--- src/source/soc_consts.svh ---
`ifndef SOC_CONSTS_SVH
`define SOC_CONSTS_SVH

// bus widths
`define ADDR_WIDTH        32
`define DATA_WIDTH        64
`define STRB_WIDTH        8
`define ID_WIDTH          4

// address map in 64 KB regions
`define RAM_BASE          32'h1c00_0000
`define RAM_SPAN_BITS     16
`define PERI_BASE         32'h0002_0000
`define PERI_SPAN_BITS    16

// 4096 words of 64 bits indexed by address bits 14:3
`define RAM_DEPTH         4096
`define RAM_INDEX_LSB     3
`define RAM_INDEX_MSB     14

`define UART_CLKS_PER_BIT 16

`endif
--- src/source/soc_pkg.sv ---
`include "soc_consts.svh"

package soc_pkg;

   typedef enum logic [1:0] {
      SEL_RAM,
      SEL_PERI,
      SEL_NONE
   } slave_sel_t;

   // memory side of a bridge
   typedef struct packed {
      logic                   ren;
      logic [`ADDR_WIDTH-1:0] raddr;
      logic [`ADDR_WIDTH-1:0] waddr;
      logic [`DATA_WIDTH-1:0] wdata;
      logic [`STRB_WIDTH-1:0] wen;
   } mem_req_t;

   // word offset inside the peripheral window
   typedef enum logic {
      REG_TXDATA = 1'b0,
      REG_STATUS = 1'b1
   } peri_reg_t;

endpackage

--- src/source/axi_pkg.sv ---
`include "soc_consts.svh"

package axi_pkg;

   typedef enum logic [1:0] {
      OKAY   = 2'b00,
      DECERR = 2'b11
   } axi_resp_t;

   // single beat only, so no burst type
   typedef struct packed {
      logic [`ID_WIDTH-1:0]   id;
      logic [`ADDR_WIDTH-1:0] addr;
      logic [7:0]             len;
      logic [2:0]             size;
   } axi_aw_t;

   // read address has the same layout
   typedef axi_aw_t axi_ar_t;

   typedef struct packed {
      logic [`DATA_WIDTH-1:0] data;
      logic [`STRB_WIDTH-1:0] strb;
      logic                   last;
   } axi_w_t;

   typedef struct packed {
      logic [`ID_WIDTH-1:0] id;
      axi_resp_t            resp;
   } axi_b_t;

   typedef struct packed {
      logic [`ID_WIDTH-1:0]   id;
      logic [`DATA_WIDTH-1:0] data;
      axi_resp_t              resp;
      logic                   last;
   } axi_r_t;

endpackage

--- src/source/axi_sram_bridge.sv ---
`include "soc_consts.svh"

module axi_sram_bridge (
   input  logic                   clk,
   input  logic                   reset,
   input  axi_pkg::axi_aw_t       aw,
   input  axi_pkg::axi_w_t        w,
   input  axi_pkg::axi_ar_t       ar,
   input  logic                   aw_valid, w_valid, ar_valid, b_ready, r_ready,
   output logic                   aw_ready, w_ready, ar_ready, b_valid, r_valid,
   output axi_pkg::axi_b_t        b,
   output axi_pkg::axi_r_t        r,
   output soc_pkg::mem_req_t      req,
   input  logic [`DATA_WIDTH-1:0] rdata
);

   import axi_pkg::*;
   import soc_pkg::*;

   typedef enum logic [1:0] {
      IDLE,
      WRESP,
      RRESP
   } state_t;

   state_t state;
   logic wr_go, rd_go;
   logic rd_fresh;
   logic [`ID_WIDTH-1:0] id_q;
   logic [`DATA_WIDTH-1:0] rdata_q;

   // writes win when both sides arrive together
   assign wr_go = state == IDLE && aw_valid && w_valid;
   assign rd_go = state == IDLE && ar_valid && !(aw_valid && w_valid);

   assign aw_ready = wr_go;
   assign w_ready  = wr_go;
   assign ar_ready = rd_go;

   always_comb begin
      req.ren   = rd_go;
      req.raddr = ar.addr;
      req.waddr = aw.addr;
      req.wdata = w.data;
      req.wen   = wr_go ? w.strb : '0;
   end

   always_ff @(posedge clk) begin
      if (reset) begin
         state    <= IDLE;
         rd_fresh <= 1'b0;
      end else begin
         rd_fresh <= rd_go;
         case (state)
            IDLE: begin
               if (wr_go)
                  state <= WRESP;
               else if (rd_go)
                  state <= RRESP;
            end
            WRESP: begin
               if (b_ready)
                  state <= IDLE;
            end
            RRESP: begin
               if (r_ready)
                  state <= IDLE;
            end
            default: state <= IDLE;
         endcase
      end
   end

   // memory data is live in the first response cycle, held after that
   always_ff @(posedge clk) begin
      if (wr_go)
         id_q <= aw.id;
      else if (rd_go)
         id_q <= ar.id;
      if (rd_fresh)
         rdata_q <= rdata;
   end

   assign b_valid = state == WRESP;
   assign b       = '{id: id_q, resp: OKAY};
   assign r_valid = state == RRESP;
   assign r       = '{id: id_q, data: rd_fresh ? rdata : rdata_q, resp: OKAY, last: 1'b1};

   a_single_beat: assert property (@(posedge clk) disable iff (reset)
      (aw_valid |-> aw.len == 8'd0) and (ar_valid |-> ar.len == 8'd0));

   a_b_hold: assert property (@(posedge clk) disable iff (reset)
      b_valid && !b_ready |=> b_valid && $stable(b));

endmodule

--- config.mk ---
export PLATFORM = sky130hd
export DESIGN_NAME = axi_sram_bridge
export DESIGN_NICKNAME = d
export VERILOG_FILES = /design/src/source/soc_pkg.sv /design/src/source/axi_pkg.sv /design/src/source/axi_sram_bridge.sv
export VERILOG_INCLUDE_DIRS = /design/src /design/src/source
export SDC_FILE = /design/constraint.sdc
export NUM_CORES = 1
export LEC_CHECK = 0
export BUFFER_PORTS_ARGS = -buffer_cell sky130_fd_sc_hd__buf_4
export CAP_MARGIN = 40
export CORE_AREA = 2 2 176 178
export CTS_CLUSTER_SIZE = 28
export DETAILED_ROUTE_END_ITERATION = 12
export DIE_AREA = 0 0 178 180
export GPL_TIMING_DRIVEN = 0
export PLACE_DENSITY = 0.42
export RECOVER_POWER = 25
export SLEW_MARGIN = 10
export SYNTH_ARGS = -nofsm -noshare
export SYNTH_HDL_FRONTEND = slang
export SYNTH_SLANG_ARGS = --single-unit
--- constraint.sdc ---
create_clock -name clk -period 1.54 [get_ports clk]
set_input_delay 0.231 -clock clk [delete_from_list [all_inputs] [get_ports clk]]
set_output_delay 0.231 -clock clk [all_outputs]
set_load 0.005 [all_outputs]
# Word-level counts from Yosys, hierarchy flattened
# Index checks and enable logic that the tools add are counted.
# op_classes
n_eq_ne	5
muxes	9
n_reduce_logical	9
# op_table
op	n
2-to-1 mux 64 bit	1
2-to-1 mux 2 bit	4
2-to-1 mux 4 bit	2
2-to-1 mux 8 bit	1
case mux 2 bit (3 select lines)	1
logical AND 1 bit	5
inequality test 2 bit, second input constant	2
inequality test 3 bit, second input constant	1
AND reduction 3 bit	1
equality test 2 x 1 -> 1 bit, second input constant	1
equality test 2 bit, second input constant	1
logical NOT 2 bit	1
nonzero test 2 bit	1
logical NOT 1 bit	1
# totals
inputBits	238
register_bits	71
wordCells	27
out_inout_bits	219

# Depth between registers and ports, before layout
# logic_depth
word_depth	6
ltp_mapped	4
ltp_nobuf	3

# Least setup slack after synthesis
# No wires, ideal clock.
# synth_timing
path_kind	reg2reg
from	register state[1]
to	register id_q[0], data pin
n_path_buf	0
period_less_slack_ns	1.242
required_time_ns	1.280
stages_incl_launch_ff	3
setup_slack_ns	0.298
arrival_time_ns	0.982
cell_sequence	dfxtp_1 -> nor3_4 -> mux2_2
# synth_between
elab_chain_cells	4
# synth_lines
item	line_no	text
start: declaration	axi_sram_bridge.sv:26	state_t state;
start signal: assignment	axi_sram_bridge.sv:50	state <= IDLE;
start signal: assignment	axi_sram_bridge.sv:57	state <= WRESP;
start signal: assignment	axi_sram_bridge.sv:59	state <= RRESP;
logical NOT 2 bit	axi_sram_bridge.sv:33	assign wr_go = state == IDLE && aw_valid && w_valid;
logical AND 1 bit (2 in a row)	axi_sram_bridge.sv:33	
2-to-1 mux 4 bit	axi_sram_bridge.sv:76	if (wr_go)
end signal: assignment	axi_sram_bridge.sv:77	id_q <= aw.id;
end signal: assignment	axi_sram_bridge.sv:79	id_q <= ar.id;
end: declaration	axi_sram_bridge.sv:29	logic [`ID_WIDTH-1:0] id_q;
# Every way passes these cells.
# A chain may end at the register's enable or synchronous reset.

==> qor.log <==
[synth] Synth Cell Area 0.003482 mm²
[sta] largest clock skew in the final design 0.007807 ns
[clock_network] hold-fix buffers at CTS 0
[final_layout] Inserted Diodes 0
[critical_path] standard cell with the maximum stage delay on the critical path dfxtp_4
[floorplanning] I/O pin count 457
[synth] post-synthesis average cell area 11.23 µm²
[critical_path] data arrival time of the critical path 1.52 ns
[critical_path] chain of cells forming the critical path buf_12 -> buf_12 -> mux2_2 -> buf_4
[flow_run] reported max-cap violation count 0
[global_route] sum of overflow across all layers after global routing 0
[place] Place WS -0.2241 ns
[sta] unrepaired setup endpoints after global routing true
[critical_path] cell class contributing the biggest share of worst-path delay buffers and inverters
[clock_network] maximum number of buffers from clock root to sink 2
[place] GP Congestion 0.6811
[synth] Synth area leaders dfxtp_1 (39%), buf_4 (31%), mux2_2 (22%)
[clock_network] clock tree from TritonCTS yes
[clock_network] worst skew pair latency 0.34 ns
[status] result of the run finished, violations left
[route] number of remaining DRC errors 0
[synth] Post-synth ARST share 0%
[critical_path] Data required, critical path 1.31 ns
[clock_network] cell at the root of the clock tree clkbuf_16
[global_route] Overall Global Routing Usage 7.543%
[route] Via density 3.046
[sta] achievable frequency 570.8 MHz
[place] detailed placement HPWL 9808 µm
[sta] Worst Slack Setup Final -0.2119 ns
[floorplanning] area of the die 0.03204 mm²
[place] number of placed instances with taps included 1009
[critical_path] capturing element type of the critical path output pin
[clock_network] H-tree depth 3
[synth] cell accounting for the most synthesized area dfxtp_1
[global_route] first-pass GRT wire length 18000 µm
[synth] most instantiated cells after synthesis buf_4 (145), mux2_2 (68), dfxtp_1 (67), and2_1 (8), edfxtp_1 (4)
[status] violated checks negative setup slack
[critical_path] number of buffers and inverters on the critical path 3
[route] routed len/inst 12.38 µm
[floorplanning] die width 178 µm
[final_layout] fill cell count 3248
[final_layout] layout net count 878
[power] power density of the placed cells 978.9 mW/mm²
[route] Post-Route WL 12880 µm
[route] number of optimization iterations in the first detailed-route pass 3
[power] worst vdd rail ir drop 0.3751 mV
[final_layout] footprint of the multi-input gates 0.001187 mm²
[floorplanning] Die Y-Extent 180 µm
[global_route] antenna violations before repair 0
[global_route] vias in the first global route 3320
[critical_path] critical path start-end classification reg2out
[sta] hold violation total from the final report 0
[synth] post-synthesis instance total 310
[synth] count of unique library cells instantiated by Yosys 18
[synth] warnings from Yosys 0
[critical_path] most used cell along the critical path buf_12
[place] number of buffers added on ports 300
[min_path] HP Class in2reg
[sta] final number of setup-violating endpoints 69
[synth] EDFF count, synth 4
[place] placed instance area 0.006241 mm²
[synth] top-area cell type share of the netlist area 38.52%
[synth] count leader, synth buf_4
[final_layout] count of placed standard cells in the final layout, fillers left out 1040
[route] detailed-route via count 3168
[clock_network] Inserted Clock Buffers 9
[global_route] pin count of the biggest net entering global routing 12
[synth] sequential element share of the synthesized area 41.97%
[synth] synthesized flop and latch total 71
[sta] clock period minus worst slack 1.752 ns
[synth] Main synth FF type dfxtp_1
[critical_path] peak per-stage delay on the critical path 0.39 ns
[floorplanning] core area 0.03019 mm²
[final_layout] Area growth syn-to-layout 111.3%
[route] number of DRC markers in iteration 0 29
[floorplanning] Initial Util 11.53%
[critical_path] Worst Setup Start Kind flop
[critical_path] maximum fanout along the worst path 6
[clock_network] clock net sink count 71
[power] P_leak 3.661 nW
[final_layout] summed area of non-filler cells in the final layout 0.007358 mm²
[sta] period utilisation layout 113.8%
[route] residual antenna-violating net count after detailed routing 0
[sta] pins over their slew limit 0
[floorplanning] Std-Cell Rows 64
[final_layout] layout cell share with drive strength beyond 1 87.11%
[final_layout] sequential cell area 0.001473 mm²
[clock_network] CTS clock-pin slew for the worst setup and hold paths 0.06 ns
[cell families after synthesis]
group	after synthesis	synth area share, %
buffers and inverters	148	31.84
AO/OA/AOI/OAI	2	0.5031
multiplexers	68	21.99
AND/OR/NAND/NOR	19	3.486
flip-flops	71	41.97
other	2	0.2157
[worst register-to-register path: cells and delay by family (launching register included)]
family,cells,cell delay (ns)
buf+inv,2,0.29
flops,1,0.37
simple gates,1,0.20
mux,1,0.35
[flip-flops by register name (all words and copies together) (netlist names)]
name / cells
id_q: 4
rd_fresh: 1
state: 2
rdata_q: 64
[worst paths after layout]
path          startpoint          end  slack [ns]  cells past startpoint
max             rd_fresh        r[18]       -0.21                      4
min                reset     state[1]        0.07                      2
max reg2reg     state[1]      id_q[2]        0.10                      4
min reg2reg  rdata_q[56]  rdata_q[56]        0.48                      1
[layer usage]
layer  track usage (%)  vias up  share of wire [%]
li1                  -     1521                  -
met1             6.707     1398                 31
met2             15.12      237                 57
met3             3.003       12                 11
met4             2.295        0                1.4
met5                 0        -                  0
[where the power goes]
part | internal (mW) | switching (mW) | leakage (nW)
Combinational | 2.03 | 0.861 | 2.93
Sequential | 2.30 | 0.121 | 0.605
Clock | 1.08 | 0.814 | 0.129
Total | 5.41 | 1.80 | 3.66
[what timing repair did]
item / 4_1_cts / 5_1_grt
hold endpoints to repair: 0 / 0
gates resized for setup: 168 / 19
buffers inserted: 14 / 3
setup endpoints to repair: 75 / 75
gates cloned: 3 / 1
pin swaps: 10 / 2
[through the flow]
stage / hold WS (ns) / total power, mW / TNS [ns] / util (%)
finish: 0.07431 / 7.203 / -11.48 / 24.37
CTS: 0.05785 / 7.359 / -16.76 / 24.22
global route: 0.06625 / 7.676 / -16.60 / 24.37
floorplan: 0.3034 / 3.358 / 0 / -
global placement: 0.4415 / 4.666 / -10.60 / 20.67
detailed placement: 0.4438 / 4.682 / -11.05 / 20.67
[area by class of cell]
class / instances / area share, %
clock inverter: 4 / 0.3231
multi-input combinational: 94 / 16.14
inverter: 1 / 0.05101
tap: 396 / 6.734
buffer: 145 / 15.92
timing repair buffer: 318 / 37.66
sequential: 71 / 20.01
clock buffer: 11 / 3.163
[cell usage in the layout, fill, tap and decap left out, drive strengths merged]
| cell type | n |
|---|---|
| buf | 409 |
| mux2 | 68 |
| dfxtp | 67 |
| clkbuf | 65 |
| and2 | 8 |
| conb | 5 |
| edfxtp | 4 |
| clkinv | 4 |
| nor2b | 3 |
| nand2b | 2 |
| nor2 | 2 |
| nand2 | 1 |
| nor3 | 1 |
| nand3 | 1 |
| inv | 1 |
| o21ba | 1 |
| nand3b | 1 |
| a211oi | 1 |
No activity file was read; power rests on OpenSTA's default activity.
