**src/source/soc_consts.svh**
```systemverilog
`ifndef SOC_CONSTS_SVH
`define SOC_CONSTS_SVH

// bus widths
`define ADDR_WIDTH        32
`define DATA_WIDTH        64
`define STRB_WIDTH        8
`define ID_WIDTH          4

// address map in 64 KB regions
`define RAM_BASE          32'h1c00_0000
`define RAM_SPAN_BITS     16
`define PERI_BASE         32'h0002_0000
`define PERI_SPAN_BITS    16

// 4096 words of 64 bits indexed by address bits 14:3
`define RAM_DEPTH         4096
`define RAM_INDEX_LSB     3
`define RAM_INDEX_MSB     14

`define UART_CLKS_PER_BIT 16

`endif
```
**src/source/soc_pkg.sv**
```systemverilog
`include "soc_consts.svh"

package soc_pkg;

   typedef enum logic [1:0] {
      SEL_RAM,
      SEL_PERI,
      SEL_NONE
   } slave_sel_t;

   // memory side of a bridge
   typedef struct packed {
      logic                   ren;
      logic [`ADDR_WIDTH-1:0] raddr;
      logic [`ADDR_WIDTH-1:0] waddr;
      logic [`DATA_WIDTH-1:0] wdata;
      logic [`STRB_WIDTH-1:0] wen;
   } mem_req_t;

   // word offset inside the peripheral window
   typedef enum logic {
      REG_TXDATA = 1'b0,
      REG_STATUS = 1'b1
   } peri_reg_t;

endpackage

```
**src/source/axi_pkg.sv**
```systemverilog
`include "soc_consts.svh"

package axi_pkg;

   typedef enum logic [1:0] {
      OKAY   = 2'b00,
      DECERR = 2'b11
   } axi_resp_t;

   // single beat only, so no burst type
   typedef struct packed {
      logic [`ID_WIDTH-1:0]   id;
      logic [`ADDR_WIDTH-1:0] addr;
      logic [7:0]             len;
      logic [2:0]             size;
   } axi_aw_t;

   // read address has the same layout
   typedef axi_aw_t axi_ar_t;

   typedef struct packed {
      logic [`DATA_WIDTH-1:0] data;
      logic [`STRB_WIDTH-1:0] strb;
      logic                   last;
   } axi_w_t;

   typedef struct packed {
      logic [`ID_WIDTH-1:0] id;
      axi_resp_t            resp;
   } axi_b_t;

   typedef struct packed {
      logic [`ID_WIDTH-1:0]   id;
      logic [`DATA_WIDTH-1:0] data;
      axi_resp_t              resp;
      logic                   last;
   } axi_r_t;

endpackage

```
**src/source/axi_decoder.sv**
```systemverilog
`include "soc_consts.svh"

module axi_decoder (
   input  logic             clk,
   input  logic             reset,
   // master side
   input  axi_pkg::axi_aw_t aw,
   input  axi_pkg::axi_w_t  w,
   input  axi_pkg::axi_ar_t ar,
   input  logic             aw_valid, w_valid, ar_valid, b_ready, r_ready,
   output logic             aw_ready, w_ready, ar_ready, b_valid, r_valid,
   output axi_pkg::axi_b_t  b,
   output axi_pkg::axi_r_t  r,
   // ram slave
   output axi_pkg::axi_aw_t ram_aw,
   output axi_pkg::axi_w_t  ram_w,
   output axi_pkg::axi_ar_t ram_ar,
   output logic             ram_aw_valid, ram_w_valid, ram_ar_valid, ram_b_ready, ram_r_ready,
   input  logic             ram_aw_ready, ram_w_ready, ram_ar_ready, ram_b_valid, ram_r_valid,
   input  axi_pkg::axi_b_t  ram_b,
   input  axi_pkg::axi_r_t  ram_r,
   // peripheral slave
   output axi_pkg::axi_aw_t peri_aw,
   output axi_pkg::axi_w_t  peri_w,
   output axi_pkg::axi_ar_t peri_ar,
   output logic             peri_aw_valid, peri_w_valid, peri_ar_valid, peri_b_ready,
   output logic             peri_r_ready,
   input  logic             peri_aw_ready, peri_w_ready, peri_ar_ready, peri_b_valid,
   input  logic             peri_r_valid,
   input  axi_pkg::axi_b_t  peri_b,
   input  axi_pkg::axi_r_t  peri_r
);

   import axi_pkg::*;
   import soc_pkg::*;

   localparam logic [`ADDR_WIDTH-1:0] RAM_BASE_ADDR  = `RAM_BASE;
   localparam logic [`ADDR_WIDTH-1:0] PERI_BASE_ADDR = `PERI_BASE;

   slave_sel_t aw_sel, ar_sel, wr_sel, rd_sel;
   logic wr_busy, rd_busy;
   logic err_wr_go, err_rd_go;
   logic err_b_valid, err_r_valid;
   logic [`ID_WIDTH-1:0] err_bid, err_rid;

   function automatic slave_sel_t decode(input logic [`ADDR_WIDTH-1:0] addr);
      if (addr[`ADDR_WIDTH-1:`RAM_SPAN_BITS] == RAM_BASE_ADDR[`ADDR_WIDTH-1:`RAM_SPAN_BITS])
         return SEL_RAM;
      if (addr[`ADDR_WIDTH-1:`PERI_SPAN_BITS] == PERI_BASE_ADDR[`ADDR_WIDTH-1:`PERI_SPAN_BITS])
         return SEL_PERI;
      return SEL_NONE;
   endfunction

   assign aw_sel = decode(aw.addr);
   assign ar_sel = decode(ar.addr);

   // payloads go to both slaves, only valid is steered
   assign ram_aw  = aw;
   assign ram_w   = w;
   assign ram_ar  = ar;
   assign peri_aw = aw;
   assign peri_w  = w;
   assign peri_ar = ar;

   assign ram_aw_valid  = aw_valid && !wr_busy && aw_sel == SEL_RAM;
   assign ram_w_valid   = w_valid && !wr_busy && aw_sel == SEL_RAM;
   assign peri_aw_valid = aw_valid && !wr_busy && aw_sel == SEL_PERI;
   assign peri_w_valid  = w_valid && !wr_busy && aw_sel == SEL_PERI;
   assign ram_ar_valid  = ar_valid && !rd_busy && ar_sel == SEL_RAM;
   assign peri_ar_valid = ar_valid && !rd_busy && ar_sel == SEL_PERI;

   // unmapped requests are taken here
   assign err_wr_go = aw_valid && w_valid && !wr_busy && aw_sel == SEL_NONE;
   assign err_rd_go = ar_valid && !rd_busy && ar_sel == SEL_NONE;

   // a bridge only raises ready against its own valid
   assign aw_ready = ram_aw_ready || peri_aw_ready || err_wr_go;
   assign w_ready  = ram_w_ready || peri_w_ready || err_wr_go;
   assign ar_ready = ram_ar_ready || peri_ar_ready || err_rd_go;

   assign b_valid = wr_sel == SEL_RAM  ? ram_b_valid :
                    wr_sel == SEL_PERI ? peri_b_valid : err_b_valid;
   assign b       = wr_sel == SEL_RAM  ? ram_b :
                    wr_sel == SEL_PERI ? peri_b : '{id: err_bid, resp: DECERR};
   assign r_valid = rd_sel == SEL_RAM  ? ram_r_valid :
                    rd_sel == SEL_PERI ? peri_r_valid : err_r_valid;
   assign r       = rd_sel == SEL_RAM  ? ram_r :
                    rd_sel == SEL_PERI ? peri_r :
                    '{id: err_rid, data: '0, resp: DECERR, last: 1'b1};

   assign ram_b_ready  = b_ready && wr_sel == SEL_RAM;
   assign peri_b_ready = b_ready && wr_sel == SEL_PERI;
   assign ram_r_ready  = r_ready && rd_sel == SEL_RAM;
   assign peri_r_ready = r_ready && rd_sel == SEL_PERI;

   always_ff @(posedge clk) begin
      if (reset) begin
         wr_busy     <= 1'b0;
         wr_sel      <= SEL_NONE;
         err_b_valid <= 1'b0;
      end else if (aw_valid && aw_ready) begin
         wr_busy     <= 1'b1;
         wr_sel      <= aw_sel;
         err_b_valid <= aw_sel == SEL_NONE;
      end else if (b_valid && b_ready) begin
         wr_busy     <= 1'b0;
         err_b_valid <= 1'b0;
      end
   end

   always_ff @(posedge clk) begin
      if (reset) begin
         rd_busy     <= 1'b0;
         rd_sel      <= SEL_NONE;
         err_r_valid <= 1'b0;
      end else if (ar_valid && ar_ready) begin
         rd_busy     <= 1'b1;
         rd_sel      <= ar_sel;
         err_r_valid <= ar_sel == SEL_NONE;
      end else if (r_valid && r_ready) begin
         rd_busy     <= 1'b0;
         err_r_valid <= 1'b0;
      end
   end

   always_ff @(posedge clk) begin
      if (err_wr_go)
         err_bid <= aw.id;
      if (err_rd_go)
         err_rid <= ar.id;
   end

   a_one_r_source: assert property (@(posedge clk) disable iff (reset)
      $onehot0({ram_r_valid, peri_r_valid, err_r_valid}));

endmodule

```
**config.mk**
```make
export PLATFORM = sky130hd
export DESIGN_NAME = axi_decoder
export DESIGN_NICKNAME = d
export VERILOG_FILES = /design/src/source/soc_pkg.sv /design/src/source/axi_pkg.sv /design/src/source/axi_decoder.sv
export VERILOG_INCLUDE_DIRS = /design/src /design/src/source
export SDC_FILE = /design/constraint.sdc
export NUM_CORES = 1
export LEC_CHECK = 0
export BUFFER_PORTS_ARGS = -buffer_cell sky130_fd_sc_hd__buf_2
export CORE_AREA = 2 2 294 296
export DETAILED_ROUTE_END_ITERATION = 12
export DIE_AREA = 0 0 296 298
export PLACE_DENSITY = 0.3
export SYNTH_ARGS = -nofsm -noshare
export SYNTH_HDL_FRONTEND = slang
export SYNTH_SLANG_ARGS = --single-unit
```
**constraint.sdc**
```tcl
create_clock -name clk -period 1.84 [get_ports clk]
set_input_delay 0.368 -clock clk [delete_from_list [all_inputs] [get_ports clk]]
set_output_delay 0.368 -clock clk [all_outputs]
set_load 0.01 [all_outputs]
```
# == Word-level counts from Yosys, hierarchy flattened ==
# Index checks and enable logic that the tools add are counted.
# op_classes
eq_ne,10
muxes,28
n_reduce_logical,35
# ops
op,n
$mux 71,2
$eq 16x13->1 const B,2
$eq 16x2->1 const B,2
$logic_and 1x1->1,21
$mux 1,16
$mux 2,8
$mux 6,2
$eq 2x1->1 const B,4
$logic_not 2->1,4
$logic_or 1x1->1,6
$eq 2x2->1 const B,2
$reduce_bool 2->1,2
$logic_not 1->1,2
# word_totals
word_cells,81
register_bits,16
out_inout_bits,426

# == Depth between registers and ports, before layout ==
# depth
word_depth,10
depth_mapped,5

# == Worst setup path before layout ==
# OpenSTA, ideal clock, no wires.
# synth_timing
path_type,input to output
start,in aw[32] in the netlist's numbering
end,out w_ready
required_time_ps,1472
arrival_time_ps,1475
path_buffers,0
stages,4
setup_slack_ps,-3
cell_sequence,nor4_4 > o2111ai_2 > and4b_4 > or3_1
# synth_via
elab_chain_len,8
word_cells_on_any_way,11
classes_between,3 x eq/ne; 6 x mux; 2 x reduce/logical
# synth_lines
element,line,source
start: declaration,axi_decoder.sv:7,"input axi_pkg::axi_aw_t aw,"
$eq 16x2->1,axi_decoder.sv:49,if (addr[`ADDR_WIDTH-1:`PERI_SPAN_BITS] == PERI_BASE_ADDR[`ADDR_WIDTH-1:`PERI_SPAN_BITS])
$mux 1 (2 in series),axi_decoder.sv:49,
$mux 2,axi_decoder.sv:51,return SEL_NONE;
$mux 2 *,axi_decoder.sv:49,
$eq 2x2->1 *,axi_decoder.sv:73,assign err_wr_go = aw_valid && w_valid && !wr_busy && aw_sel == SEL_NONE;
$logic_and 1x1->1 *,axi_decoder.sv:73,
net err_wr_go,axi_decoder.sv:42,"logic err_wr_go, err_rd_go;"
$logic_or 1x1->1 *,axi_decoder.sv:78,assign w_ready = ram_w_ready || peri_w_ready || err_wr_go;
end: declaration,axi_decoder.sv:11,"output logic aw_ready, w_ready, ar_ready, b_valid, r_valid,"
# Mark *: on every way through the listed nets, which the timed path passes. The rest lies on a longest branch. The select of a mux whose other input is x is not followed.

# == Final worst setup path ==
# layout_timing
start,in aw[37] in the netlist's numbering
end,out w_ready
# Same word-level chain as after synthesis.

==> qor.yml <==
gr-total-overflow: 0
finClkSkew_ns: 0.00403
die_w_um: 296
cts_hold_buffers: 0
n_fill_cell: 10100
track_usage_pct: 5.48
fp-row-count: 107
post-route-period-util_pct: 114
cts.sinks: 16
post_synth_mux_area_share_pct: 17.4
worst_ep_arrival_time_ns: 1.73
synth.area.top_cells: "buf_4, mux2i_1, nor2_1, edfxtp_1, dfxtp_1"
crit_type: "in -> out"
start_kind: "input pin"
synth-simple-area-share_pct: 13.9
drtAntennaViolNets: 0
fin_crit_ns: 2.10
ys_ff_latch: 16
synth_seq_area_share_pct: 8.59
cp_max_fo: 3
avgSynthCellArea_um2: 7.65
dp_slack_ns: -0.393
initial_utilization_pct: 5.49
grt_pass1_vias: 4472
gp_congestion: 0.889
finalHoldViolations: 0
cts_tree: "built"
numCtsBuffers: 3
timing.fmax_mhz: 477
synth_nets: 947
yosys.area_share.adder_pct: 0
clk_pin_slew_worst_paths_ns: 0.05
seq_area_um2: 412
synth_top_area_cell: "buf_4"
powerDensity_nw_per_um2: 240
wl_um: 27900
route.detailed.wl_per_inst_um: 15.1
violations: "setup timing"
vdd_ir_drop_max_uv: 245
syn_inst: 609
drt_pass1_iterations: 4
rsz0062_at_grt: "yes"
synth_top_area_share_pct: 53.8
synth_xor_area_share_pct: 0
end_kind: "output port"
area_delta_synth_final_pct: 40.8
root_buffer: "clkbuf_16"
multi_input_area_um2: 1860
die_h_um: 298
synth_top_family_by_area: "buffers and inverters"
via_per_inst: 2.31
drc: 0
numPortBuffers: 382
dr.first_iter.drc_count: 73
clk_latency_ns: 0.26
antenna_found_initial: 2
die_area_um2: 88200
maxCapViolCount: 0
cts_buffer_depth: 2
tightestPinTransition_ns: 0.466
dp_hpwl_um: 24200
hp-class: "in -> reg"
cts_htree_levels: 1
p_leak_nw: 2.70
ys_types: 36
dr_total_vias: 4274
placed_area_um2: 5810
grt_max_degree: 37
synth-compound-area-share_pct: 4.13
ios: 764
max-slew-margin-rel_pct: 68.8
core_um2: 84900
setup_viol: 9
final.setup.tns_ns: -0.558
fin_area_um2: 6560
status: "finished, violations left"
ys_warn_count: 0
cp.required_ns: 1.47
setup_slack_ns: -0.258
nNetsFinal: 1042
drive_gt1_share_pct: 69.1
grt_pass1_wl_um: 33500
syn-cell-area_um2: 4660
finalMaxSlewViolations: 0
kinds of logic after synthesis:
logic type,Yosys count
muxes,81
DFF,16
buffers and inverters,358
AOI/OAI and AO/OA,29
and+or+nand+nor,125
cell usage after synthesis (all sizes together):
master and count:
a211o 2, a21boi 2, a21oi 8, a32oi 1, and3 2, and4b 3, buf 344, clkbuf 10
dfxtp 8, edfxtp 8, inv 4, mux2 2, mux2i 79, nand2 17, nand2b 4, nand3 3
nand4 1, nand4b 2, nor2 72, nor2b 4, nor3 7, nor4 6, nor4b 2, o2111ai 2
o21ai 11, o21bai 1, o31ai 2, or3 1, or4b 1
path summary, 6_finish.rpt:
kind / slack, ns / from / depth (start not counted) / end
worst min-delay path: 0.32 / aw[44] / 1 / err_bid[1]$_DFFE_PP_
worst max-delay path: -0.26 / aw[37] / 6 / w_ready
worst max register to register: 0.45 / rd_sel[0]$_SDFFE_PP0P_ / 5 / err_r_valid$_SDFFE_PP0P_
worst min register to register: 0.48 / wr_busy$_SDFFE_PP0P_ / 2 / wr_busy$_SDFFE_PP0P_
area by class of cell:
type	count	area share (%)
inverter	4	0.229
multi-input combinational	235	28.4
antenna	1	0.0381
clock buffer	3	1.14
sequential	16	6.28
tap	1144	21.8
timing repair buffer	444	42.0
clock inverter	1	0.0572
what timing repair did:
item                                    CTS  global route
gates cloned                              2             5
pin swaps                                12            16
buffers inserted                          7             6
endpoints found under the setup margin   76            37
resized for setup                        52            40
worst max-delay path, cell delays in order:
cell	delay, ns
buf_4	0.13
nor4b_4	0.33
o2111ai_4	0.19
and4b_4	0.24
or3_4	0.33
buf_6	0.14
cells in the final DEF, fill, tap and decap left out, drive strengths merged, types with 6 or more instances in the layout:
cell    instances
o21ai          11
a21oi           8
mux2i          79
dfxtp           8
nor4            6
nor2           72
edfxtp          8
clkbuf          7
nand2          17
nor3            7
buf           440
layer usage:
metal  global-route usage [%]  vias to the layer above  part of all wire, %
li1                         -                     1845                    -
met1                     3.35                     1798                   24
met2                     11.5                      544                   55
met3                     3.36                       85                   16
met4                     2.60                        2                  4.9
met5                    0.499                        -                 0.17
per-stage QoR:
| stage | util (%) | power (W) | cells | hold WS, ns |
|---|---|---|---|---|
| floorplan | - | 0.00129 | 609 | 0.442 |
| global placement | 6.85 | 0.00108 | 1827 | 0.463 |
| detailed placement | 6.85 | 0.00108 | 1827 | 0.472 |
| CTS | 7.35 | 0.00158 | 1838 | 0.316 |
| global route | 7.73 | 0.00166 | 1847 | 0.315 |
| finish | 7.73 | 0.00157 | 1848 | 0.318 |
power breakdown:
part	internal, W	switching, W	total (W)
Sequential	0.000389	0.0000114	0.000401
Clock	0.000290	0.000159	0.000448
Combinational	0.000375	0.000349	0.000724
flip-flops by register name, indices dropped and copies added, names as in the netlist:
signal       count
rd_sel           2
err_bid          4
wr_busy          1
err_r_valid      1
err_rid          4
rd_busy          1
wr_sel           2
err_b_valid      1
No activity file was read; power rests on OpenSTA's default activity.
