File: src/source/soc_consts.svh
`ifndef SOC_CONSTS_SVH
`define SOC_CONSTS_SVH

// bus widths
`define ADDR_WIDTH        32
`define DATA_WIDTH        64
`define STRB_WIDTH        8
`define ID_WIDTH          4

// address map in 64 KB regions
`define RAM_BASE          32'h1c00_0000
`define RAM_SPAN_BITS     16
`define PERI_BASE         32'h0002_0000
`define PERI_SPAN_BITS    16

// 4096 words of 64 bits indexed by address bits 14:3
`define RAM_DEPTH         4096
`define RAM_INDEX_LSB     3
`define RAM_INDEX_MSB     14

`define UART_CLKS_PER_BIT 16

`endif
File: src/source/soc_pkg.sv
`include "soc_consts.svh"

package soc_pkg;

   typedef enum logic [1:0] {
      SEL_RAM,
      SEL_PERI,
      SEL_NONE
   } slave_sel_t;

   // memory side of a bridge
   typedef struct packed {
      logic                   ren;
      logic [`ADDR_WIDTH-1:0] raddr;
      logic [`ADDR_WIDTH-1:0] waddr;
      logic [`DATA_WIDTH-1:0] wdata;
      logic [`STRB_WIDTH-1:0] wen;
   } mem_req_t;

   // word offset inside the peripheral window
   typedef enum logic {
      REG_TXDATA = 1'b0,
      REG_STATUS = 1'b1
   } peri_reg_t;

endpackage

File: src/source/uart_peripheral.sv
`include "soc_consts.svh"

module uart_peripheral (
   input  logic                   clk,
   input  logic                   reset,
   input  soc_pkg::mem_req_t      req,
   output logic [`DATA_WIDTH-1:0] rdata,
   output logic                   uart_tx
);

   import soc_pkg::*;

   localparam int WORD_LSB = $clog2(`STRB_WIDTH);
   localparam int BAUD_W   = $clog2(`UART_CLKS_PER_BIT);

   typedef enum logic [1:0] {
      IDLE,
      START,
      DATA,
      STOP
   } tx_state_t;

   tx_state_t state;
   logic [BAUD_W-1:0] baud_cnt;
   logic [2:0] bit_cnt;
   logic [7:0] shift;
   logic busy, baud_tick, load;
   peri_reg_t wreg, rreg;

   assign wreg      = peri_reg_t'(req.waddr[WORD_LSB]);
   assign rreg      = peri_reg_t'(req.raddr[WORD_LSB]);
   assign busy      = state != IDLE;
   assign baud_tick = baud_cnt == BAUD_W'(`UART_CLKS_PER_BIT - 1);
   // writes during a frame are dropped
   assign load      = req.wen[0] && wreg == REG_TXDATA && !busy;

   always_ff @(posedge clk) begin
      if (reset) begin
         state    <= IDLE;
         baud_cnt <= '0;
         bit_cnt  <= '0;
      end else begin
         baud_cnt <= (state == IDLE || baud_tick) ? '0 : baud_cnt + 1'b1;
         case (state)
            IDLE: begin
               if (load)
                  state <= START;
            end
            START: begin
               if (baud_tick)
                  state <= DATA;
            end
            DATA: begin
               if (baud_tick) begin
                  bit_cnt <= bit_cnt + 1'b1;
                  if (bit_cnt == 3'd7)
                     state <= STOP;
               end
            end
            STOP: begin
               if (baud_tick)
                  state <= IDLE;
            end
            default: state <= IDLE;
         endcase
      end
   end

   // lsb first
   always_ff @(posedge clk) begin
      if (load)
         shift <= req.wdata[7:0];
      else if (state == DATA && baud_tick)
         shift <= shift >> 1;
   end

   always_comb begin
      case (state)
         START:   uart_tx = 1'b0;
         DATA:    uart_tx = shift[0];
         default: uart_tx = 1'b1;
      endcase
   end

   // txdata reads back as zero
   always_ff @(posedge clk) begin
      if (req.ren)
         rdata <= rreg == REG_STATUS ? {{(`DATA_WIDTH-1){1'b0}}, busy} : '0;
   end

endmodule

File: config.mk
export PLATFORM = sky130hd
export DESIGN_NAME = uart_peripheral
export DESIGN_NICKNAME = d
export VERILOG_FILES = /design/src/source/soc_pkg.sv /design/src/source/uart_peripheral.sv
export VERILOG_INCLUDE_DIRS = /design/src /design/src/source
export SDC_FILE = /design/constraint.sdc
export NUM_CORES = 1
export LEC_CHECK = 0
export BUFFER_PORTS_ARGS = -buffer_cell sky130_fd_sc_hd__buf_2
export CAP_MARGIN = 20
export CORE_AREA = 4 4 77 79
export CTS_CLUSTER_DIAMETER = 30
export DETAILED_ROUTE_END_ITERATION = 10
export DIE_AREA = 0 0 81 83
export PLACE_DENSITY = 0.72
export SLEW_MARGIN = 0
export SYNTH_ARGS = -nofsm -noshare
export SYNTH_HDL_FRONTEND = slang
export SYNTH_SLANG_ARGS = --single-unit
File: constraint.sdc
create_clock -name clk -period 2.1 [get_ports clk]
set_input_delay 0.525 -clock clk [delete_from_list [all_inputs] [get_ports clk]]
set_output_delay 0.525 -clock clk [all_outputs]
set_load 0.01 [all_outputs]
# Yosys cells after proc, flatten, opt, wreduce, memory -nomap -nowiden
# Cells that the tools add are included.
word_totals:
  regBits: 81
  word_cells: 39
classes:
  n_addsub: 2
  eq_ne: 10
  muxes: 9
  bitwise_logic: 1
  reduce_logical: 11
ops:
  columns: ["op", "n"]
  rows:
  - ["$mux 8", 2]
  - ["$mux 2", 5]
  - ["$ne 2x2->1 const B", 5]
  - ["$pmux 2 s4", 1]
  - ["$reduce_and 5->1", 1]
  - ["$add 4x1->4 const B", 1]
  - ["$eq 2x2->1 const B", 2]
  - ["$eq 4x4->1 const B", 1]
  - ["$reduce_bool 2->1", 2]
  - ["$add 3x1->3 const B", 1]
  - ["$eq 3x3->1 const B", 1]
  - ["$logic_and 1x1->1", 3]
  - ["$eq 2x1->1 const B", 1]
  - ["$logic_not 2->1", 1]
  - ["$pmux 1 s2", 1]
  - ["$reduce_and 2->1", 1]
  - ["$reduce_or 2->1", 1]
  - ["$logic_not 1->1", 1]
  - ["$logic_or 1x1->1", 1]
  - ["$not 1->1", 1]

# Logic depth before layout (Yosys ltp)
# Gate-level depths: netlist of the first run.
logic_depth:
  depth_word: 5
  mapped_depth: 5
  mapped_depth_nobuf: 5

# Least setup slack after synthesis of the first run
# No wires, ideal clock.
synth_path:
  path_kind: "register to register"
  start: "register state[0]"
  end: "register shift[0] (data pin)"
  setup_ns: 0.260
  arrival_time_ns: 1.298
  setup_slack_ns: 0.542
  stages_incl_launch_ff: 5
  n_path_buf: 0
  period_less_slack_ns: 1.558
  path_cell_list: "dfxtp_1 -> inv_1 -> ha_1 -> nand3b_1 -> mux2_2"
synth_between:
  elab_chain_cells: 4
synth_lines:
  columns: ["element", "line", "text"]
  rows:
  - ["start, declared", "uart_peripheral.sv:23", "tx_state_t state;"]
  - ["start signal, assigned", "uart_peripheral.sv:39", "state <= IDLE;"]
  - ["start signal, assigned", "uart_peripheral.sv:47", "state <= START;"]
  - ["start signal, assigned", "uart_peripheral.sv:51", "state <= DATA;"]
  - ["$reduce_bool 2->1", "uart_peripheral.sv:32", "assign busy = state != IDLE;"]
  - ["$logic_not 1->1", "uart_peripheral.sv:35", "assign load = req.wen[0] && wreg == REG_TXDATA && !busy;"]
  - ["$logic_and 1x1->1", "uart_peripheral.sv:35", null]
  - ["$mux 8", "uart_peripheral.sv:71", "if (load)"]
  - ["end signal, assigned", "uart_peripheral.sv:72", "shift <= req.wdata[7:0];"]
  - ["end signal, assigned", "uart_peripheral.sv:74", "shift <= shift >> 1;"]
  - ["end, declared", "uart_peripheral.sv:26", "logic [7:0] shift;"]
# Every way passes these cells.
# A chain may end at the register's enable or synchronous reset.

# Worst setup path in the final report of the first run
layout_path:
  start: "register state[0]"
  end: "output uart_tx"
layout_between:
  elab_chain_cells: 2
  elab_cells_between_ends: 3
  classes_between: "2 x eq/ne; 1 x mux"
layout_lines:
  columns: ["element", "line", "text"]
  rows:
  - ["$eq 2x2->1 or $eq 2x1->1 (tied branches)", "uart_peripheral.sv:78", "case (state)"]
  - ["$pmux 1 s2 (*)", "uart_peripheral.sv:78", null]
  - ["end, declared", "uart_peripheral.sv:8", "output logic uart_tx"]
# Every way passes the cells marked *; elsewhere a longest branch is shown, timed or not.

==> summary.md, run 1 <==
The synthesized netlist devotes 3.48% of its cell area to compound gates. The min-delay analysis places its worst path in the category flip-flop to flip-flop. Timing would allow up to 0.513 GHz.

The layout-stage area growth over the synthesis result came out at -2.26%. The final route contains 740 vias. Gates resized during post-CTS repair numbered 0. The area share of fa/ha/maj cells after synthesis works out to 7.52%. At the later pin of the worst-skew pair, clock insertion delay measures 250 ps. The count of cells in the finished layout, fillers not included, comes to 227. The share of final-layout standard cells stronger than drive strength 1 works out to 17.4%. The run gives 5340 um2 as the standard cell core area. In this run the static leakage power is 0.624 nW. The clock net in this run drives a total of 18 sinks. The via count of the first global-routing pass was 622.

After detailed routing, the number of vias per cell comes to 3.26. The number of hold buffers added after CTS was 0. The area of all placed cells without fillers came out at 1300 um2. After clock tree synthesis, the setup repair step added 0 buffers. The mapped netlist covers 1330 um2. In this run, distinct cell masters in the synthesized netlist total 27.

Met2 track utilization from global routing: 8.59%. Hold is met by 449 ps. The share of the clock period used by the worst path was 92.9%; the final worst slack was 150 ps. The tools report the overall routed net length as 1.82 mm. The run gives 0 as the number of antenna repair diodes.

The most common cell after layout, fill and taps aside was sky130_fd_sc_hd__conb_1. Summed over all layers, the global routing overflow is 0. Measured along the y axis, the die boundary spans 83 um. Setup repair after global routing left no endpoint under its margin.

During I/O placement, the number of pins put on the boundary was 204. The Yosys step of the flow raised 0 warnings. Horizontal die dimension: 81 um. Global routing used 5.07% of the available tracks.

The global routing stage identified its most utilized layer as met2. In the synthesized netlist, mux cells make up 6.67% of the area. Before CTS, the worst setup slack after placement is 258 ps.

Dividing total power by cell area gives a power density of 815 nW/um2. TritonCTS built the clock tree. The first TritonRoute pass finished after 4 iterations. The tools report the count of antenna-violating nets left after detailed routing as 0. The top cell types in the final layout, fill and taps aside, are sky130_fd_sc_hd__conb_1 (63), sky130_fd_sc_hd__buf_2 (15), sky130_fd_sc_hd__dfxtp_1 (9), sky130_fd_sc_hd__edfxtp_1 (9), sky130_fd_sc_hd__ha_1 (8). The initial antenna violation count is 0. The logs give 0 for the final count of pins violating max slew and 1570 ps for the data required time at the worst endpoint.

At the end of routability-driven placement, the weighted congestion stood at 0.808. Dividing the detail-routed wire length by the instance count gives 8.01 um. After the first detailed-routing iteration, the DRC count stood at 28. Between clock sinks in the finished design, the worst skew comes to 4.91 ps. The worst setup path is of the flip-flop to output port kind. The worst setup path is launched from a flip-flop. In the global route stage, met3 resource usage came out at 3.15%. The total half-perimeter wirelength after legalization and detailed placement is 1.54 mm.

The initialized floorplan defines 27 standard-cell rows. Maximum fanout along the worst path: 7. The clock passes through at most 2 buffers. The number of port buffers was 15; the number of max-cap violations was 0. The number of failing hold endpoints at the final stage came out at 0. The number of instances in the synthesized netlist is 137. Total number of nets in the final design: 303. The placed instance count was 223. The cell area after placement is 1260 um2.

For the largest net degree at the start of global routing, the log shows 11. Clock tree synthesis inserted a total of 3 buffers. In the routed design, unresolved DRC markers number 0.

Met1 track demand over resource in global routing: 5.13%. For the global-route wire length before repair, the log shows 2.66 mm. Synthesized area per cell: 9.72 um2. The run gives 1 as the maximum level of the CTS H-tree. The run finished with clean final reports.

Of the total synthesized cell area, the portion taken by XOR and XNOR cells is 1.97%. Counting flops and latches in the post-synthesis netlist gives 18. By area, the combinational part of the netlist is dominated by buffers and inverters. For the proportion of synthesized chip area in sequential cells, the log shows 33.8%. Clock tree synthesis selected as its root buffer the cell sky130_fd_sc_hd__clkbuf_8. The tools report the total die area as 6720 um2. Once the floorplan was initialized, standard cells occupied 24.9% of the core. Clock-pin slew was measured on the worst setup and hold paths at 70 ps. The shortest clock period the worst path allows after layout was 1950 ps.

The endpoint class of the critical path was an output port. After routing, the total negative slack on setup checks comes to 0 ps. Setup violations remaining at the end of the flow were counted as 0. The simple-gate share of the synthesized area was 9.30%. The logs give 0.225 mV for the worst-case vdd ir drop and 1420 ps for the endpoint arrival time on the critical path.
==> registers in the layout (all words and copies together), names as in the netlist <==
name,flops
baud_cnt,4
rdata,1
state,2
bit_cnt,3
shift,8
==> final timing paths <==
check,startpoint,endpoint,slack (ps),cells past startpoint
min,baud_cnt[0],baud_cnt[0],450,1
min reg2reg,baud_cnt[0],baud_cnt[0],450,1
max reg2reg,state[0],shift[4],290,4
max,state[0],uart_tx,150,4
==> synth_stat cells <==
library cell	number	area share, %
sky130_fd_sc_hd__buf_4	63	36
sky130_fd_sc_hd__ha_1	8	7.5
sky130_fd_sc_hd__a22o_2	1	0.75
sky130_fd_sc_hd__nor2_1	5	1.4
sky130_fd_sc_hd__nand3_1	4	1.5
sky130_fd_sc_hd__nand3b_1	1	0.56
sky130_fd_sc_hd__nand2b_1	1	0.47
sky130_fd_sc_hd__inv_1	5	1.4
sky130_fd_sc_hd__or3_1	1	0.47
sky130_fd_sc_hd__nand2_1	6	1.7
sky130_fd_sc_hd__a21oi_1	2	0.75
sky130_fd_sc_hd__nand4_1	2	0.94
sky130_fd_sc_hd__or2_1	1	0.47
sky130_fd_sc_hd__conb_1	1	0.28
sky130_fd_sc_hd__and3_1	1	0.47
sky130_fd_sc_hd__o221a_1	1	0.85
sky130_fd_sc_hd__a222oi_1	1	0.75
sky130_fd_sc_hd__mux2_2	7	5.9
sky130_fd_sc_hd__or2_2	1	0.47
sky130_fd_sc_hd__dfxtp_1	9	14
sky130_fd_sc_hd__xnor2_1	1	0.66
sky130_fd_sc_hd__o21ai_0	1	0.38
sky130_fd_sc_hd__nor3_1	1	0.38
sky130_fd_sc_hd__xor2_1	2	1.3
sky130_fd_sc_hd__edfxtp_1	9	20
sky130_fd_sc_hd__nor2b_1	1	0.47
sky130_fd_sc_hd__mux2i_1	1	0.75
==> per-stage QoR <==
step,util (%),power [W]
after CTS,24.4,0.00107
after detailed placement,23.5,0.000828
after global placement,23.5,0.000816
final,24.4,0.00106
after floorplan,-,0.000830
after global routing,24.4,0.00114
==> where the power goes <==
group          internal (W)  total [W]  switching (W)
clock network      0.000130   0.000243       0.000113
registers          0.000441   0.000470      0.0000295
logic              0.000143   0.000347       0.000204
total              0.000714    0.00106       0.000346
==> layout make-up <==
class	instances	area [um2]
clock buffer	3	41.3
clock inverter	1	3.75
timing repair buffer	15	75.1
sequential	18	450
multi-input combinational	113	622
tap	72	90.1
fill	585	4040
inverter	5	18.8
==> worst max-delay path, cell delays in order (launching register included) <==
cell,delay [ps]
sky130_fd_sc_hd__dfxtp_1,410
sky130_fd_sc_hd__inv_1,100
sky130_fd_sc_hd__ha_1,290
sky130_fd_sc_hd__o21ai_0,200
sky130_fd_sc_hd__buf_2,170
==> per-layer routing <==
metal / routed length (um) / share of wire, % / vias up
li1: - / - / 362
met1: 660 / 36 / 333
met2: 861 / 47 / 43
met3: 281 / 15 / 2
met4: 15 / 0.82 / 0
met5: 0 / 0 / -
==> cell families (layout without fill, tap and decap cells) <==
kind of cell,Yosys count,in the layout
fa+ha+maj,8,8
flops,18,18
xor+xnor,3,3
buf+inv,68,24
simple gates,25,25
mux,8,8
compound gates,6,6
other cells,1,63
Power figures use the tool's default switching activity.
==> run 2, diff against run 1 <==
Settings changed: SETUP_SLACK_MARGIN set to 0.3, SKIP_LAST_GASP set to 1.
==> run 2 against run 1 <==
- first-iteration DRC count rose by 46%
- clock skew fell by 1.4 ps
- wire length rose by 0.77%
- maximum frequency rose by 9.2%
- combinational power rose by 3%
- core utilization rose by 0.28 points
- critical path depth rose by 1
- sequential share of layout area fell by 0.20 points
- global-route usage did not move
==> summary.md, run 2 (same netlist as run 1, synthesis figures left out) <==
The total die area is 6720 um2. 0 antenna diodes ended up in the layout. The number of cells on the worst hold path was 1; the share of the clock period used by the worst path was 85.0%. The detail-routed net length per standard cell was 8.04 um; the total half-perimeter wirelength after legalization and detailed placement was 1.54 mm. The cts-stage hold buffer count came out at 0. Across the VDD grid, the largest voltage drop is 0.227 mV. Setup repair after global routing could not meet its margin everywhere.

The largest single stage delay on the critical path is 340 ps. The horizontal die dimension came out at 81 um. The min-delay analysis places its worst path in the category flip-flop to flip-flop.

The run gives 0.00108 W as the total power consumption of the routed design. Clock transition at the registers of the reported paths: 70 ps. For this configuration, the core starts out at a cell density of 24.9%.

The maximum level of the CTS H-tree was 1; the overall routed net length was 1.83 mm. The analysis attributes to cell leakage a power of 0.628 nW. The cell row count was 27; the initial antenna violation count was 0.

In the detailed route, the total length drawn on met3 is 282 um. The total track usage is 5.07%, and the share of final-layout standard cells stronger than drive strength 1 is 20.5%. Count of TritonRoute iterations in the first routing pass: 4. The number of port buffers works out to 15. In the final layout, the registers with the most flip-flops are shift (8), baud_cnt (4), bit_cnt (3). From bottom edge to top edge, the die measures 83 um. The power density over the cells was 817 nW/um2; the total negative setup slack was 0 ps. The logs give 5340 um2 for the standard cell core area and 41 for the detailed router's first-iteration violation count. The worst setup path is captured at an output port. The count of buffering cells on the critical path with inverters included is 2, and the routed wire length on met2 is 871 um. The logs give 0 for the final number of setup-violating endpoints and 3 for the total clock buffers created by CTS. At the worst endpoint, the arrival time is 1260 ps. Data on the critical path is required at its endpoint by 1570 ps.

The critical path depth in cells is 5, and the worst reg-to-reg path cell count is 5. On the critical path, the stage with the largest delay is an instance of sky130_fd_sc_hd__dfxtp_2. Across all layers, the routed design uses 740 vias.

Grouping stages by cell kind, the critical path spends the most delay in flip-flops. The global-route wire length before repair is 2.66 mm. The register with the most flip-flops in the layout has 8 of them. For the maximum clock frequency, the log shows 0.560 GHz. Walking the worst path, the cells encountered are inv_1 -> ha_2 -> nand2_1 -> o21ai_1 -> buf_2. The logs give 0 for the DRC violation count after routing and 3.48 ps for the final clock skew. The tools report the number of buffers between clock root and the deepest sink as 2. Using the TritonRoute via totals, the vias-per-cell ratio works out to 3.25.

Leaving out fill and tap cells, the most frequent cell in the layout is sky130_fd_sc_hd__conb_1. TritonCTS built the clock tree. The number of max-cap violations came out at 0. The register bank with the most flops is shift. The detailed router put a total of 663 um of wire on met1. The run finished with clean final reports. Global routing finished with a remaining overflow of 0. The tools report the CTS sink count as 18. In the layout the commonest cells are sky130_fd_sc_hd__conb_1 (63), sky130_fd_sc_hd__buf_2 (15), sky130_fd_sc_hd__edfxtp_1 (9). The layout-stage area growth over the synthesis result is -1.13%. Critical path class: flip-flop to output port. The tools report the final count of pins violating max slew as 0. Pin placement for this block handled 204 I/O pins. The number of failing hold endpoints at the final stage was 0. The startpoint kind of the worst setup timing path was a flip-flop. The via count of the first global-routing pass came out at 619. The tools report the routability congestion estimate from global placement as 0.808.

The shortest clock period the worst path allows after layout was 1780 ps. The highest layer touched by signal routing is met4. Of all nets on the critical path, the largest fanout is 7.

The tree is rooted in a sky130_fd_sc_hd__clkbuf_8. At the end of the flow, the number of nets in the layout was 304. Clock latency on the worst-skew pair, taken at its later pin, is 250 ps. The tools report the largest net degree at the start of global routing as 11. The count of nets left with antenna violations once routing finished came out at 0.
[run 2: worst reg2reg max path, cell delays in order (launching register included)]
cell and delay, ps:
sky130_fd_sc_hd__dfxtp_2 350, sky130_fd_sc_hd__inv_1 80, sky130_fd_sc_hd__ha_1 200, sky130_fd_sc_hd__or2_1 250
sky130_fd_sc_hd__a222oi_1 450, sky130_fd_sc_hd__mux2i_1 230
[run 2: power breakdown]
part / leakage (nW) / internal, W / switching, W
Clock: 0.0231 / 0.000130 / 0.000114
Sequential: 0.159 / 0.000444 / 0.0000289
Combinational: 0.446 / 0.000152 / 0.000206
Total: 0.628 / 0.000726 / 0.000349
[run 2: cell type report]
class	count	area, um2
multi-input cells	113	627
fillers	581	4020
well taps	72	90.1
repair buffers	16	82.6
flip-flops and latches	18	453
clock inverters	1	3.75
inverters	5	18.8
clock buffers	3	41.3
[run 2: final timing paths]
path,startpoint,to,slack [ps]
setup / recovery,state[0],uart_tx,320
hold / removal,baud_cnt[0],baud_cnt[0],450
setup reg to reg,state[1],state[1],470
hold reg to reg,baud_cnt[0],baud_cnt[0],450
[run 2: what timing repair did]
item | in CTS | in global routing
endpoints found under the setup margin | 9 | 18
pin swaps | 0 | 1
buffers inserted | 0 | 1
resized for setup | 3 | 2
[run 2: through the flow]
stage | instances | setup WS (ps) | hold slack [ps] | instance area [um2] | util (%)
2_1_floorplan | 199 | 542 | 418 | 1560 | -
3_3_place_gp | 223 | 287 | 430 | 1260 | 23.5
3_5_place_dp | 223 | 258 | 447 | 1260 | 23.5
4_1_cts | 227 | 290 | 457 | 1310 | 24.5
5_1_grt | 228 | 270 | 464 | 1320 | 24.7
6_report | 228 | 315 | 449 | 1320 | 24.7
[run 2: routing by layer]
layer,track usage [%],vias to the layer above
met3,3.15,2
met2,8.59,43
met5,0,-
met1,5.13,332
met4,1.38,0
li1,-,363
==> run 3, diff against run 2 <==
Settings changed: ABC_AREA set to 1, CORE_AREA 4 4 77 79 to 4 4 78 80, DIE_AREA 0 0 81 83 to 0 0 82 84, PLACE_DENSITY 0.72 to 0.71.
Clock period 2.1 ns to 1.7 ns, I/O delays scaled along.
==> run 3 against run 2 <==
- critical path depth fell by 1
- highest routed layer is now met3
- sequential power rose by 29%
- global-route usage rose by 1.0 points
- first-iteration DRC count fell by 41%
- flip-flop and latch count did not move
- total power rose by 46%
==> summary.md, run 3 <==
The tools report the synthesized area as 1350 um2. The top cell type by area accounts for 35.0% of the synthesized area. The total clock buffers created by CTS is 3. Leaving out fill and tap cells, the most frequent cell in the layout is sky130_fd_sc_hd__conb_1.

For this configuration, the core starts out at a cell density of 25.0%. Summed over all nets, wire length on met2 after detailed routing comes to 1.14 mm. The vertical extent of the die works out to 84 um. The die is 82 um wide. The total number of nets in the final design was 322; the count of different cell masters after synthesis was 18. The tools report the tightest hold margin as 364 ps. Summing over every cut layer, the via total after detailed routing is 799.

The flow ran to the end, and the final reports show no timing, DRC or antenna violations. The logs give 0 for the initial antenna violation count and 27 for the cell row count. Wire segments on met3 add up to 239 um in the final route. The post-route netlist has 25.3% of its cells at a drive strength greater than 1. The detail route stage leaves a number of antenna-violating nets equal to 0. Sorting the synthesized cells by area gives the leading types as sky130_fd_sc_hd__buf_4 (35%), sky130_fd_sc_hd__edfxtp_1 (20%), sky130_fd_sc_hd__dfxtp_1 (13%). The worst-case IR drop observed on VDD is 0.566 mV.

In the layout the commonest cells are sky130_fd_sc_hd__conb_1 (63), sky130_fd_sc_hd__buf_2 (15), sky130_fd_sc_hd__nor2_1 (12). On the final layout, the worst clock skew is 4.72 ps. The proportion of synthesized chip area in sequential cells was 33.3%. After clock tree synthesis, the flow added hold-fix buffers numbering 0. In this run the worst path has a maximum fanout of 4. The tree built by TritonCTS fans out to 18 sinks. Setup repair after global routing could not meet its margin everywhere. From synthesis to final layout, the design area changed by 5.93%.

For the global-route wire length before repair, the log shows 3.29 mm. Detailed placement ended at an HPWL of 1.74 mm. The logs give 6890 um2 for the total die area and 5410 um2 for the standard cell core area. The first detailed-routing pass ran for 4 iterations. After detailed placement, the total cell area comes to 1280 um2. The met1 routed wirelength after detailed routing came out at 788 um. Register bank with the most flops: shift. For the finished layout, the period the worst path requires is 1540 ps.

For the number of antenna repair diodes, the log shows 0. The number of cells on the worst hold path was 1; the number of instances in the synthesized netlist was 150. The endpoint class of the critical path was an output port. For the worst setup path, the data required time is 1270 ps. For the number of ports placed on the die boundary, the log shows 204. TritonCTS built the clock tree. The remaining global-route overflow is 0, and the number of enable flip-flop cells after synthesis is 9. By count the netlist is led by sky130_fd_sc_hd__buf_4 (63), sky130_fd_sc_hd__inv_1 (12), sky130_fd_sc_hd__nor2_1 (12), sky130_fd_sc_hd__nand2_1 (11).

The detailed router used layers up to and including met3. The root buffer selected by CTS is sky130_fd_sc_hd__clkbuf_8. Max-cap violations in this run came to 0.

The via-per-instance ratio came out at 3.25. The worst setup path is of the flip-flop to output port kind. Most used flip-flop cell after synthesis: sky130_fd_sc_hd__edfxtp_1. The number of port buffers came out at 15.

The area of all placed cells without fillers is 1430 um2, and the largest net degree at the start of global routing is 11. The worst hold path belongs to the class primary input to flip-flop. Endpoint arrival time on the critical path: 1110 ps. The leading cell type by number of instances after synthesis was sky130_fd_sc_hd__buf_4. Power spread over the standard cell area amounts to 1090 nW/um2. The total track usage was 6.08%. The leakage power summed over all cells is 0.696 nW, and the synthesized area per cell is 9.01 um2. The run gives 1 as the maximum level of the CTS H-tree. The biggest area contributor in the post-synthesis netlist is sky130_fd_sc_hd__buf_4.

Routability congestion estimate from global placement: 0.711. The clock latency of the later-clocked register in the worst-skew pair is 250 ps, and the async set or reset register ratio after synthesis is 0%. The run gives 0 as the final count of pins violating max slew. Measured in cells, the most critical reg-to-reg path has a length of 5. Share of the clock period used by the worst path: 90.4%.

In this run, the number of DRC markers left after iteration 0 of detailed routing was 24. For this run, the share of the core covered by cells in the final layout is 26.5%. The total of flip-flops plus latches after synthesis is 18.

The largest registers in the layout are shift (8), baud_cnt (4), bit_cnt (3). The flip-flop count of the largest register after layout is 8, and the overall routed net length is 2.17 mm. For the number of failing hold endpoints at the final stage, the log shows 0. The run gives 0 as the DRC violation count after routing. Setup violations remaining at the end of the flow were counted as 0. The run gives 0.651 GHz as the maximum clock frequency. Yosys printed 0 warnings. In this run the deepest clock path goes through 2 buffers. Setup total negative slack on the finished layout was measured at 0 ps.

Clock transition at the registers of the reported paths: 70 ps. Dividing the detail-routed wire length by the instance count gives 8.81 um. The via count of the first global-routing pass is 756.

STA classifies the critical path startpoint as a flip-flop.
[run 3: cells by family after synthesis]
logic type      after synthesis  synth area share [%]
flops                        18                  33.3
buf+inv                      75                  38.3
other cells                   1                 0.278
fa+ha+maj                     8                  7.41
simple gates                 31                  10.6
compound gates                9                  3.52
mux                           7                  5.83
xor+xnor                      1                 0.648
[run 3: final timing paths]
| path | from | endpoint | slack, ps |
|---|---|---|---|
| worst min register to register | baud_cnt[0] | baud_cnt[0] | 450 |
| worst min-delay path | req[136] | rdata[0] | 360 |
| worst max-delay path | state[1] | uart_tx | 160 |
| worst max register to register | state[0] | shift[7] | 270 |
[run 3: layout make-up]
| class | instances | area, um2 |
|---|---|---|
| fillers | 605 | 3970 |
| multi-input cells | 120 | 676 |
| flip-flops and latches | 18 | 458 |
| repair buffers | 20 | 113 |
| well taps | 72 | 90.1 |
| inverters | 12 | 50.0 |
| clock buffers | 4 | 45.0 |
[run 3: metrics by stage]
step	setup WS [ps]	power [W]	instances
6_report	163	0.00156	246
5_1_grt	97.3	0.00168	246
4_1_cts	144	0.00149	244
3_5_place_dp	126	0.00108	236
3_3_place_gp	154	0.00106	236
2_1_floorplan	323	0.00107	212
[run 3: metal layers]
metal	up-vias	global-route usage [%]
met5	-	0
met1	353	6.51
li1	405	-
met4	0	0.906
met2	41	10.9
met3	0	2.81
[run 3: what timing repair did]
action                     in CTS  in global routing
cloned                          1                  0
setup endpoints to repair      16                 18
buffers inserted                3                  2
gates resized for setup        11                  9
pin swaps                       2                  2
[run 3: where the power goes]
| part | switching [W] | internal (W) |
|---|---|---|
| Sequential | 0.0000587 | 0.000550 |
| Combinational | 0.000374 | 0.000279 |
| Clock | 0.000137 | 0.000166 |
[run 3: worst max-delay path, cell delays in order, from the launching register on]
cell and delay (ps):
sky130_fd_sc_hd__dfxtp_4 390, sky130_fd_sc_hd__inv_4 50, sky130_fd_sc_hd__ha_4 150, sky130_fd_sc_hd__o21ai_2 130, sky130_fd_sc_hd__buf_2 140
